[src/fetch_cfg.svh]
// ================================================
// build-time constants for the fetch front end
// include wherever a width or reset pc is needed
// ================================================
`ifndef FETCH_CFG_SVH
`define FETCH_CFG_SVH

// pc and axi address width
`define FETCH_ADDR_W 32

// first pc fetched after reset
`define FETCH_RESET_PC 32'h0000_0000

// program memory size of the testbench model, in words
`define FETCH_PROG_WORDS 16

`endif

[src/fetch_pkg.sv]
// ================================================
// shared types for the fetch front end
// axi read payloads, internal beats and fsm states
// referenced as fetch_pkg::name from rtl and tb
// ================================================
`include "fetch_cfg.svh"

package fetch_pkg;

    typedef enum logic [1:0] {
        OKAY   = 2'b00,
        EXOKAY = 2'b01,
        SLVERR = 2'b10,
        DECERR = 2'b11
    } axil_resp_e;

    typedef struct packed {
        logic [`FETCH_ADDR_W-1:0] addr;
        logic [2:0]               prot;  // bit 2 set for instruction access
    } axil_ar_t;

    typedef struct packed {
        logic [31:0] data;
        axil_resp_e  resp;
    } axil_r_t;

    // one word as handed from reader to realignment buffer
    typedef struct packed {
        logic [31:0]              data;
        logic [`FETCH_ADDR_W-1:0] addr;  // word aligned
        logic                     err;   // resp was not OKAY
    } word_beat_t;

    typedef struct packed {
        logic [`FETCH_ADDR_W-1:0] pc;
        logic [31:0]              bits;           // compressed ones zero-extended
        logic                     is_compressed;
        logic                     err;            // any source word had a bus error
    } raw_inst_t;

    typedef struct packed {
        logic [`FETCH_ADDR_W-1:0] pc;
        logic [31:0]              instr;          // always the 32-bit form
        logic                     is_compressed;
        logic                     illegal;        // unsupported rvc, passed through
        logic                     bus_err;
    } fetch_out_t;

    typedef enum logic [2:0] {C_NOP, C_ADDI, C_LI, C_MV, C_ADD, C_OTHER} rvc_op_e;

    typedef enum logic [1:0] {EMPTY, HAVE_LOW, HAVE_HIGH, SPLIT} align_state_e;

    typedef enum logic [1:0] {IDLE, ADDR, DATA} reader_state_e;

endpackage

[src/fetch_align_buffer.sv]
// ================================================
// halfword realignment of the fetched word stream
// emits whole 16/32-bit instructions with their pc
// redirect restarts fetch at any halfword pc
// ================================================
`timescale 1ns/1ps
`include "fetch_cfg.svh"

module fetch_align_buffer (
    input  logic                     clk,
    input  logic                     n_rst,
    input  logic                     redirect_valid,
    input  logic [`FETCH_ADDR_W-1:0] redirect_pc,
    output logic                     word_req,
    output logic [`FETCH_ADDR_W-1:0] word_addr,
    output logic                     flush,
    input  logic                     word_valid,
    input  fetch_pkg::word_beat_t    word,
    output fetch_pkg::raw_inst_t     raw,
    output logic                     raw_valid,
    input  logic                     raw_ready
);
    localparam int            AW       = `FETCH_ADDR_W;
    localparam logic [AW-1:0] RESET_PC = `FETCH_RESET_PC;

    fetch_pkg::align_state_e state, state_n;
    logic [AW-1:0] pc, pc_n;   // pc of the instruction at the head
    logic [AW-1:0] fetch_addr; // next word to read, runs ahead of pc
    logic [31:0]   wbuf;       // current word
    logic [15:0]   hold;       // lower half of a straddling 32-bit instr
    logic          werr, herr;
    logic          split_full; // SPLIT has its second word
    logic          waiting, take_word, take_raw;
    logic          lo_is_c, go_high;
    logic [15:0]   hi_src;
    logic          hi_err;

    assign lo_is_c = (wbuf[1:0] != 2'b11);

    // needs a word while empty or while a straddle is incomplete
    assign waiting   = (state == fetch_pkg::EMPTY) | ((state == fetch_pkg::SPLIT) & !split_full);
    assign flush     = redirect_valid;
    assign word_req  = waiting & !word_valid & !redirect_valid;
    assign word_addr = fetch_addr;
    assign take_word = word_valid & waiting & !redirect_valid;  // redirect wins
    assign take_raw  = raw_valid & raw_ready & !redirect_valid;

    // upper half that becomes the head when moving up
    assign hi_src = take_word ? word.data[31:16] : wbuf[31:16];
    assign hi_err = take_word ? word.err : werr;

    always_comb begin
        raw_valid         = 1'b0;
        raw.pc            = pc;
        raw.bits          = wbuf;
        raw.is_compressed = 1'b0;
        raw.err           = werr;
        case (state)
            fetch_pkg::HAVE_LOW: begin
                raw_valid         = 1'b1;
                raw.is_compressed = lo_is_c;
                if (lo_is_c)
                    raw.bits = {16'h0000, wbuf[15:0]};
            end
            fetch_pkg::HAVE_HIGH: begin  // only ever holds a compressed upper half
                raw_valid         = 1'b1;
                raw.is_compressed = 1'b1;
                raw.bits          = {16'h0000, wbuf[31:16]};
            end
            fetch_pkg::SPLIT: begin
                raw_valid = split_full;
                raw.bits  = {wbuf[15:0], hold};  // joined across the word boundary
                raw.err   = werr | herr;
            end
            default: ;
        endcase
    end

    // next state, word arrival and consumption never coincide
    always_comb begin
        state_n = state;
        pc_n    = pc;
        go_high = 1'b0;
        if (take_word) begin
            if (state == fetch_pkg::EMPTY) begin
                if (pc[1])
                    go_high = 1'b1;  // misaligned redirect, skip lower half
                else
                    state_n = fetch_pkg::HAVE_LOW;
            end
        end else if (take_raw) begin
            case (state)
                fetch_pkg::HAVE_LOW: begin
                    if (lo_is_c) begin
                        pc_n    = pc + AW'(2);
                        go_high = 1'b1;
                    end else begin
                        pc_n    = pc + AW'(4);
                        state_n = fetch_pkg::EMPTY;
                    end
                end
                fetch_pkg::HAVE_HIGH: begin
                    pc_n    = pc + AW'(2);
                    state_n = fetch_pkg::EMPTY;
                end
                fetch_pkg::SPLIT: begin
                    pc_n    = pc + AW'(4);
                    go_high = 1'b1;  // upper half of the new word is next
                end
                default: ;
            endcase
        end
        if (go_high)
            state_n = (hi_src[1:0] != 2'b11) ? fetch_pkg::HAVE_HIGH : fetch_pkg::SPLIT;
    end

    always_ff @(posedge clk, negedge n_rst) begin
        if (!n_rst) begin
            state      <= fetch_pkg::EMPTY;
            pc         <= RESET_PC;
            fetch_addr <= {RESET_PC[AW-1:2], 2'b00};
            split_full <= 1'b0;
        end else if (redirect_valid) begin
            state      <= fetch_pkg::EMPTY;
            pc         <= {redirect_pc[AW-1:1], 1'b0};
            fetch_addr <= {redirect_pc[AW-1:2], 2'b00};
            split_full <= 1'b0;
        end else begin
            state <= state_n;
            pc    <= pc_n;
            if (take_word)
                fetch_addr <= word.addr + AW'(4);
            if (take_word && state == fetch_pkg::SPLIT)
                split_full <= 1'b1;
            else if (go_high)
                split_full <= 1'b0;  // fresh straddle waits again
        end
    end

    always_ff @(posedge clk) begin
        if (take_word) begin
            wbuf <= word.data;
            werr <= word.err;
        end
        if (go_high) begin
            hold <= hi_src;
            herr <= hi_err;
        end
    end

endmodule

[src/fetch_unit_top.sv]
// ================================================
// fetch front end top, axi4-lite read side in
// expanded instructions with pc out to decode
// ================================================
`timescale 1ns/1ps
`include "fetch_cfg.svh"

module fetch_unit_top (
    input  logic                     clk,
    input  logic                     n_rst,
    input  logic                     redirect_valid,
    input  logic [`FETCH_ADDR_W-1:0] redirect_pc,
    output fetch_pkg::axil_ar_t      ar,
    output logic                     arvalid,
    input  logic                     arready,
    input  fetch_pkg::axil_r_t       r,
    input  logic                     rvalid,
    output logic                     rready,
    output fetch_pkg::fetch_out_t    out,
    output logic                     out_valid,
    input  logic                     out_ready
);
    logic                     word_req, word_valid, flush;
    logic [`FETCH_ADDR_W-1:0] word_addr;
    fetch_pkg::word_beat_t    word;
    fetch_pkg::raw_inst_t     raw;
    logic                     raw_valid, raw_ready;

    imem_axil_reader u_reader (
        .clk, .n_rst, .word_req, .word_addr, .flush, .word_valid, .word,
        .ar, .arvalid, .arready, .r, .rvalid, .rready
    );

    fetch_align_buffer u_align (
        .clk, .n_rst, .redirect_valid, .redirect_pc,
        .word_req, .word_addr, .flush,  // flush fans out to reader and expander
        .word_valid, .word, .raw, .raw_valid, .raw_ready
    );

    rvc_expander u_expand (
        .clk, .n_rst, .raw, .raw_valid, .raw_ready, .flush,
        .out, .out_valid, .out_ready
    );

endmodule

[src/imem_axil_reader.sv]
// ================================================
// axi4-lite read master for instruction memory
// one aligned word per request, one read in flight
// flushed reads finish on the bus, data is dropped
// ================================================
`timescale 1ns/1ps
`include "fetch_cfg.svh"

module imem_axil_reader (
    input  logic                     clk,
    input  logic                     n_rst,
    input  logic                     word_req,
    input  logic [`FETCH_ADDR_W-1:0] word_addr,
    input  logic                     flush,
    output logic                     word_valid,
    output fetch_pkg::word_beat_t    word,
    output fetch_pkg::axil_ar_t      ar,
    output logic                     arvalid,
    input  logic                     arready,
    input  fetch_pkg::axil_r_t       r,
    input  logic                     rvalid,
    output logic                     rready
);
    localparam int AW = `FETCH_ADDR_W;

    fetch_pkg::reader_state_e state;
    logic [AW-1:0] ar_addr;  // held stable while arvalid is up
    logic          drop;     // read in flight belongs to a stale stream
    logic          start, ar_hs, r_hs;

    assign start   = (state == fetch_pkg::IDLE) & word_req;
    assign arvalid = (state == fetch_pkg::ADDR);
    assign rready  = (state == fetch_pkg::DATA);
    assign ar_hs   = arvalid & arready;
    assign r_hs    = rready & rvalid;

    assign ar = '{addr: ar_addr, prot: 3'b100};  // unprivileged, secure, instruction

    always_ff @(posedge clk, negedge n_rst) begin
        if (!n_rst) begin
            state      <= fetch_pkg::IDLE;
            drop       <= 1'b0;
            word_valid <= 1'b0;
        end else begin
            word_valid <= 1'b0;  // single cycle pulse
            case (state)
                fetch_pkg::IDLE: if (start) state <= fetch_pkg::ADDR;
                fetch_pkg::ADDR: if (ar_hs) state <= fetch_pkg::DATA;
                fetch_pkg::DATA: begin
                    if (r_hs) begin
                        state      <= fetch_pkg::IDLE;
                        word_valid <= !(drop | flush);  // a flush this cycle also kills it
                    end
                end
                default: state <= fetch_pkg::IDLE;
            endcase
            // remember a flush that lands while the bus is busy
            if (r_hs)
                drop <= 1'b0;
            else if (flush && state != fetch_pkg::IDLE)
                drop <= 1'b1;
        end
    end

    // address and returned data
    always_ff @(posedge clk) begin
        if (start)
            ar_addr <= {word_addr[AW-1:2], 2'b00};  // force word alignment
        if (r_hs) begin
            word.data <= r.data;
            word.addr <= ar_addr;
            word.err  <= (r.resp != fetch_pkg::OKAY);
        end
    end

endmodule

[src/rvc_expander.sv]
// ================================================
// expands supported rvc instructions to 32 bits
// c.nop c.addi c.li c.mv c.add, others flagged
// one register stage toward the decode stage
// ================================================
`timescale 1ns/1ps

module rvc_expander (
    input  logic                 clk,
    input  logic                 n_rst,
    input  fetch_pkg::raw_inst_t raw,
    input  logic                 raw_valid,
    output logic                 raw_ready,
    input  logic                 flush,
    output fetch_pkg::fetch_out_t out,
    output logic                 out_valid,
    input  logic                 out_ready
);
    localparam logic [6:0] OPC_OP_IMM = 7'b0010011;
    localparam logic [6:0] OPC_OP     = 7'b0110011;

    fetch_pkg::rvc_op_e op;
    logic [15:0] c;
    logic [4:0]  rd, rs2;
    logic [11:0] imm;        // sign-extended 6-bit immediate
    logic [31:0] exp_instr;
    logic        illegal;
    logic        load;

    assign c   = raw.bits[15:0];
    assign rd  = c[11:7];
    assign rs2 = c[6:2];
    assign imm = {{6{c[12]}}, c[12], c[6:2]};

    // classify by funct3 and quadrant
    always_comb begin
        case ({c[15:13], c[1:0]})
            5'b000_01: op = (rd == 5'd0) ? fetch_pkg::C_NOP : fetch_pkg::C_ADDI;
            5'b010_01: op = fetch_pkg::C_LI;
            5'b100_10: begin
                if (rs2 == 5'd0)
                    op = fetch_pkg::C_OTHER;  // jr, jalr, ebreak
                else
                    op = c[12] ? fetch_pkg::C_ADD : fetch_pkg::C_MV;
            end
            default:   op = fetch_pkg::C_OTHER;
        endcase
    end

    always_comb begin
        illegal = 1'b0;
        if (!raw.is_compressed) begin
            exp_instr = raw.bits;  // 32-bit passes untouched
        end else begin
            case (op)
                fetch_pkg::C_NOP:  exp_instr = {12'h000, 5'd0, 3'b000, 5'd0, OPC_OP_IMM};
                fetch_pkg::C_ADDI: exp_instr = {imm, rd, 3'b000, rd, OPC_OP_IMM};
                fetch_pkg::C_LI:   exp_instr = {imm, 5'd0, 3'b000, rd, OPC_OP_IMM}; // addi rd,x0
                fetch_pkg::C_MV:   exp_instr = {7'b0, rs2, 5'd0, 3'b000, rd, OPC_OP}; // add rd,x0
                fetch_pkg::C_ADD:  exp_instr = {7'b0, rs2, rd, 3'b000, rd, OPC_OP};
                default: begin
                    exp_instr = {16'h0000, c};
                    illegal   = 1'b1;
                end
            endcase
        end
    end

    // accept when empty or the held one leaves this cycle
    assign raw_ready = !out_valid | out_ready;
    assign load      = raw_valid & raw_ready & !flush;

    always_ff @(posedge clk, negedge n_rst) begin
        if (!n_rst)
            out_valid <= 1'b0;
        else if (flush)
            out_valid <= 1'b0;  // stale stream
        else if (load)
            out_valid <= 1'b1;
        else if (out_ready)
            out_valid <= 1'b0;
    end

    always_ff @(posedge clk) begin
        if (load) begin
            out.pc            <= raw.pc;
            out.instr         <= exp_instr;
            out.is_compressed <= raw.is_compressed;
            out.illegal       <= illegal;
            out.bus_err       <= raw.err;
        end
    end

endmodule

[config.mk]
export PLATFORM = sky130hd
export DESIGN_NAME = fetch_unit_top
export DESIGN_NICKNAME = d
export VERILOG_FILES = /design/src/fetch_pkg.sv /design/src/fetch_align_buffer.sv /design/src/fetch_unit_top.sv /design/src/imem_axil_reader.sv /design/src/rvc_expander.sv
export VERILOG_INCLUDE_DIRS = /design/src
export SDC_FILE = /design/constraint.sdc
export NUM_CORES = 1
export LEC_CHECK = 0
export ABC_AREA = 1
export BUFFER_PORTS_ARGS = -buffer_cell sky130_fd_sc_hd__clkbuf_2
export CELL_PAD_IN_SITES_DETAIL_PLACEMENT = 0
export CELL_PAD_IN_SITES_GLOBAL_PLACEMENT = 1
export CORE_ASPECT_RATIO = 0.8
export CORE_MARGIN = 2
export CORE_UTILIZATION = 45
export CTS_CLUSTER_SIZE = 24
export DETAILED_ROUTE_END_ITERATION = 12
export GPL_TIMING_DRIVEN = 0
export PLACE_DENSITY_LB_ADDON = 0.1
export SYNTH_ARGS = -nofsm -noshare
export SYNTH_HDL_FRONTEND = slang
export SYNTH_SLANG_ARGS = --single-unit
[constraint.sdc]
create_clock -name clk -period 6.5 [get_ports clk]
set_input_delay 0.325 -clock clk [delete_from_list [all_inputs] [get_ports clk]]
set_output_delay 0.325 -clock clk [all_outputs]
set_load 0.05 [all_outputs]
-- After elaboration in Yosys (flattened, before gate mapping)
Index checks and enable logic that the tools add are counted.
W data, S select, Z words.
- input bits: 72
- word-level logic and storage cells: 136
- output and inout port bits: 105
- register bits after elaboration: 282
- mux-type cells: 50
- reductions and logical operators: 27
- add/sub/neg operators: 3
- eq/ne operators: 21
- bitwise gates (word level): 14
- operator list (operator ; number):
    $mux W32 ; 8
    $pmux W32 S3 ; 2
    $pmux W32 S5 ; 1
    $add A32 B3 Y32 const B ; 2
    $add A32 B2 Y32 const B ; 1
    $mux W1 ; 20
    $mux W2 ; 10
    $mux W16 ; 1
    $and A1 B1 Y1 ; 10
    $logic_not A5 Y1 ; 2
    $ne A2 B2 Y1 const B ; 5
    $reduce_bool A2 Y1 ; 5
    $pmux W3 S3 ; 1
    $ne A4 B4 Y1 const B ; 2
    $reduce_bool A4 Y1 ; 2
    $eq A2 B2 Y1 const B ; 3
    $eq A3 B2 Y1 const B ; 2
    $mux W3 ; 2
    $pmux W1 S2 ; 3
    $pmux W2 S3 ; 1
    $reduce_and A3 Y1 ; 2
    $reduce_bool A3 Y1 ; 2
    $eq A5 B1 Y1 const B ; 1
    $eq A5 B4 Y1 const B ; 1
    other kinds (16) ; 26

-- Depth between registers and ports, before layout
- depth in word-level cells: 10
- mapped depth: 19
- gate-level depth less buffers: 17

-- Hierarchy
From an unflattened synthesis, not the netlist that was laid out.
- cells, all modules: 1284
- area total of the unflattened synthesis: 12853.6 sq um
- by module, submodules not included (module ; sequential area each (sq um) ; cells each ; times used ; area each (sq um)):
    fetch_align_buffer ; 3143.0 ; 980 ; 1 ; 7278.2
    imem_axil_reader ; 2892.8 ; 130 ; 1 ; 3060.4
    rvc_expander ; 2037.0 ; 174 ; 1 ; 2514.9

-- Worst setup path before layout
Ideal clock, no wire load.
- kind: register to register
- start: register u_align.state[0]
- end: register u_align.state[0]
- clock period less this slack: 5.505 ns
- cell stages (with the launch flop): 15
- required time: 6.366 ns
- path buffers: 2
- path slack: 0.995 ns
- library setup time: 0.134 ns
- arrival time: 5.371 ns
- path through: dfrtp_1 > inv_1 > ha_1 > buf_6 > inv_6 > buf_6 > nand2_1 > o22ai_1 > o21ai_1 > nor2_1 > nand3_1 > nand2_1 > o22ai_1 > nand2_1 > o21ai_0
- elaborated cells between the ends (all ways): 30
- classes of those cells: eq/ne: 7; mux: 12; bitwise: 6; reduce/logical: 5
- RTL lines (what ; line ; RTL):
    start, declared ; fetch_align_buffer.sv:26 ; fetch_pkg::align_state_e state, state_n;
    start signal, assigned ; fetch_align_buffer.sv:119 ; state <= fetch_pkg::EMPTY;
    start signal, assigned ; fetch_align_buffer.sv:124 ; state <= fetch_pkg::EMPTY;
    start signal, assigned ; fetch_align_buffer.sv:129 ; state <= state_n;
    $eq A2 B2 Y1 / $eq A2 B1 Y1 (equally long branches) ; fetch_align_buffer.sv:58 ; case (state)
    $reduce_or A2 Y1 (no line) ; n/a ;
    $pmux W1 S2 * ; fetch_align_buffer.sv:58 ;
    $and A1 B1 Y1 * (2 in a row) ; fetch_align_buffer.sv:46 ; assign take_raw = raw_valid & raw_ready & !redirect_valid;
    named net u_align.take_raw ; fetch_align_buffer.sv:33 ; logic waiting, take_word, take_raw;
    $mux W1 * ; fetch_align_buffer.sv:91 ; end else if (take_raw) begin
    $mux W1 * ; fetch_align_buffer.sv:84 ; if (take_word) begin
    named net u_align.go_high ; fetch_align_buffer.sv:34 ; logic lo_is_c, go_high;
    $ne A5 B4 Y1 (no line) (tied with other cells) ; n/a ;
    $reduce_and A5 Y1 (no line) / $mux W2 (equally long branches) ; n/a ;
The timed path passes the listed nets; every way through them passes the cells marked *. The select of a mux whose other input is x is not followed.
A chain may end at the register's enable or synchronous reset.

-- Final worst setup path
Same ends and word-level chain as after synthesis.

==> flow_metrics.py <==
metrics = {
    "status": {
        "status": "finished clean",
    },
    "placement": {
        "dp_hpwl_um": 28300,
        "pre_cts_ws_ns": 2.53,
        "io_buffers": 169,
        "gp_congestion": 0.887,
    },
    "route": {
        "drcViolationCount": 0,
        "drtIter0Drc": 1001,
        "routedWlPerCell_um": 20.7,
        "routed_wl_um": 38900,
        "routed_via_density": 5.39,
        "postRouteAntennaNets": 0,
        "vias": 10109,
        "firstDrtPassIters": 5,
    },
    "yosys": {
        "yosys_warnings": 0,
        "post-synth-top-area-cell": "edfxtp_1",
        "netlist_area_mm2": 0.0126,
        "avgSynthCellArea_um2": 10.1,
        "yosysMostFrequentCell": "nand2_1",
        "synthTopCellsByCount": "nand2_1, edfxtp_1, inv_1",
        "ys_seq_area_share_pct": 63.3,
        "syn_inst": 1247,
        "synth_ff_type": "edfxtp_1",
        "synth_edf_count": 208,
        "synth_top_area_share_pct": 49.5,
        "synth_seq_cells": 278,
        "yosysUniqueCellTypes": 55,
        "async_flop_share_pct": 24.8,
        "yosys-top-cells-area": "edfxtp_1, dfrtp_1, nand2_1",
    },
    "worst_setup_path": {
        "crit_start": "u_align.state[0]$_DFFE_PN0P_",
        "ff2ff_setup_slack_ns": 2.56,
        "critPathMaxFanout": 22,
        "start_kind": "flip-flop",
        "path_class": "reg -> reg",
        "crit_path_end_kind": "flip-flop",
        "crit_required_ns": 6.97,
        "reg2reg_depth": 14,
        "endpoint": "u_align.state[0]$_DFFE_PN0P_",
        "arrival_ns": 4.41,
        "regToRegStartpoint": "u_align.state[0]$_DFFE_PN0P_",
        "rr_endpoint": "u_align.state[0]$_DFFE_PN0P_",
    },
    "cells_and_area": {
        "drive_gt1_share_pct": 17.3,
        "area_growth_pct": 21.6,
        "nets": 1569,
        "num_antenna_cells": 0,
    },
    "timing": {
        "hold_viol_final": 0,
        "tightest_slew_ns": 1.03,
        "drv_slew": 0,
        "grt_setup_unrepaired": "false",
        "fin_skew_ns": 0.0217,
        "timing.fmax_ghz": 0.254,
        "setup_viol": 0,
        "relSlewSlack_pct": 31.4,
        "fin_crit_ns": 3.94,
        "layout_setup_ws_ns": 2.56,
        "fin_crit_sh_pct": 60.7,
    },
    "clock_tree": {
        "clk_latency_ns": 0.57,
        "cts_buffers": 28,
        "clk_pin_slew_ns": 0.06,
        "cts.sinks": 278,
        "cts_htree_levels": 1,
        "cts_tree": "yes",
        "cts.path.max_buffers": 3,
        "cts.repair.resized": 0,
        "cts_root_buf": "clkbuf_16",
    },
    "min_path": {
        "holdCritPathClass": "in -> reg",
    },
    "flow_run": {
        "drv_cap": 0,
    },
    "global_routing": {
        "first_global_vias": 9642,
        "grt_usage_pct": 26.8,
        "antenna_found_initial": 2,
        "overflow": 0,
        "grt_pass1_wl_um": 58600,
        "grt_max_degree": 65,
    },
    "die": {
        "chipHeight_um": 154,
        "initial_core_util_pct": 46.0,
        "num_io_pins": 177,
        "die_x_um": 191,
        "rows": 54,
        "dieArea_mm2": 0.0294,
        "core_mm2": 0.0274,
    },
    "power": {
        "vdd_drop_max_v": 0.000299,
        "power.density_mw_per_mm2": 301,
        "p_total_w": 0.00462,
        "p_leak_nw": 6.40,
    },
}
-- worst min-delay path by stage --
stage	end	slack, ns	cells past startpoint	startpoint
finish	u_reader.word[0]$_DFFE_PP_	0.02	2	r[0]
CTS	u_reader.word[0]$_DFFE_PP_	0.002	2	r[1]
global route	u_reader.word[0]$_DFFE_PP_	0.01	2	r[1]
global placement	u_align.wbuf[9]$_DFFE_PP_	0.40	0	u_reader.word[42]$_DFFE_PP_
detailed placement	u_align.pc[4]$_DFFE_PN0P_	0.29	1	n_rst
floorplan	u_align.pc[10]$_DFFE_PN0P_	0.03	0	n_rst
-- cell families after synthesis --
logic type	after synthesis	share of synthesized area, %
and+or+nand+nor	590	20.2
other	2	0.0595
adders and majority gates	7	0.693
buffers and inverters	167	5.60
xor gates and xnor gates	19	1.32
AOI/OAI and AO/OA	184	8.82
DFF	278	63.3
-- flip-flops by register name, indices dropped and copies added, names as in the netlist --
name,count
u_expand.out,66
u_align.hold,16
u_align.state,2
u_align.werr,1
u_reader.word_valid,1
u_expand.out_valid,1
u_align.word_addr,30
u_align.pc,31
u_reader.ar_addr,30
u_align.split_full,1
u_align.wbuf,32
u_reader.word,63
u_reader.drop,1
u_align.herr,1
u_reader.state,2
-- placed cells by master (no fill, tap or decap), types with 4 or more instances in the layout --
master         count
a21oi_1           36
a31oi_1            8
buf_2              7
buf_4              8
buf_6              4
clkbuf_1          28
clkbuf_16         28
clkbuf_2         168
clkinv_1           4
conb_1             6
dfrtp_1           69
dlygate4sd3_1     36
edfxtp_1         208
ha_1               7
inv_1            121
nand2_1          334
nand2_2            5
nand3_1           86
nand3_2            6
nand3b_1           4
nand4_1           24
nor2_1            92
nor2_4             4
nor3_1            18
nor4_1             7
o211ai_1          16
o21ai_0           75
o21ai_1            5
o221ai_1           6
o22ai_1            9
o311ai_0           6
xnor2_1            6
xor2_1            13
-- area by class of cell --
type	count	area (um^2)
clock buffer	40	766
clock inverter	12	164
buffer	40	219
inverter	127	492
sequential	278	7990
multi-input combinational	806	3960
tap	364	455
fill	2505	12100
timing repair buffer	209	1300
-- worst max-delay path: stages (launching register included) --
cell     delay, ns
dfrtp_1       0.40
inv_1         0.08
ha_1          0.21
buf_6         0.16
inv_6         0.09
buf_6         0.15
nand2_1       0.13
o22ai_1       0.20
o21ai_1       0.17
nor2_4        0.59
buf_12        0.28
nand3_1       0.13
nand2_1       0.75
o22ai_1       0.24
o21ai_0       0.25
-- where the power goes --
part / internal, W / leakage (nW) / switching (W)
Combinational: 0.000179 / 3.26 / 0.000530
Sequential: 0.00213 / 2.70 / 0.000139
Clock: 0.000943 / 0.438 / 0.000695
Total: 0.00325 / 6.40 / 0.00136
-- layer usage --
layer  global-route usage [%]  share of wire, %  vias up  routed length, um
li1                         -                 -     4780                  -
met1                     42.5                48     4853              18600
met2                     37.1                41      418              16000
met3                     5.62               8.6       54               3340
met4                     6.70               2.4        4                951
met5                        0             0.082        -                 32
-- per-stage QoR --
stage / setup TNS, ns / util [%] / instances / area [um^2] / hold slack (ns)
3_5_place_dp: 0 / 51.3 / 1788 / 14100 / 0.290
6_report: 0 / 56.0 / 1876 / 15400 / 0.0208
5_1_grt: 0 / 56.0 / 1876 / 15400 / 0.0105
2_1_floorplan: 0 / - / 1251 / 12600 / 0.0294
3_3_place_gp: -29.96 / 50.8 / 1784 / 13900 / 0.401
4_1_cts: 0 / 56.0 / 1876 / 15400 / 0.00208
-- timing repair --
action | in CTS | in global routing
hold buffers | 36 | 0
buffers inserted | 0 | 0
endpoints found under the hold margin | 54 | 0
(Power assumes the default switching activity.)
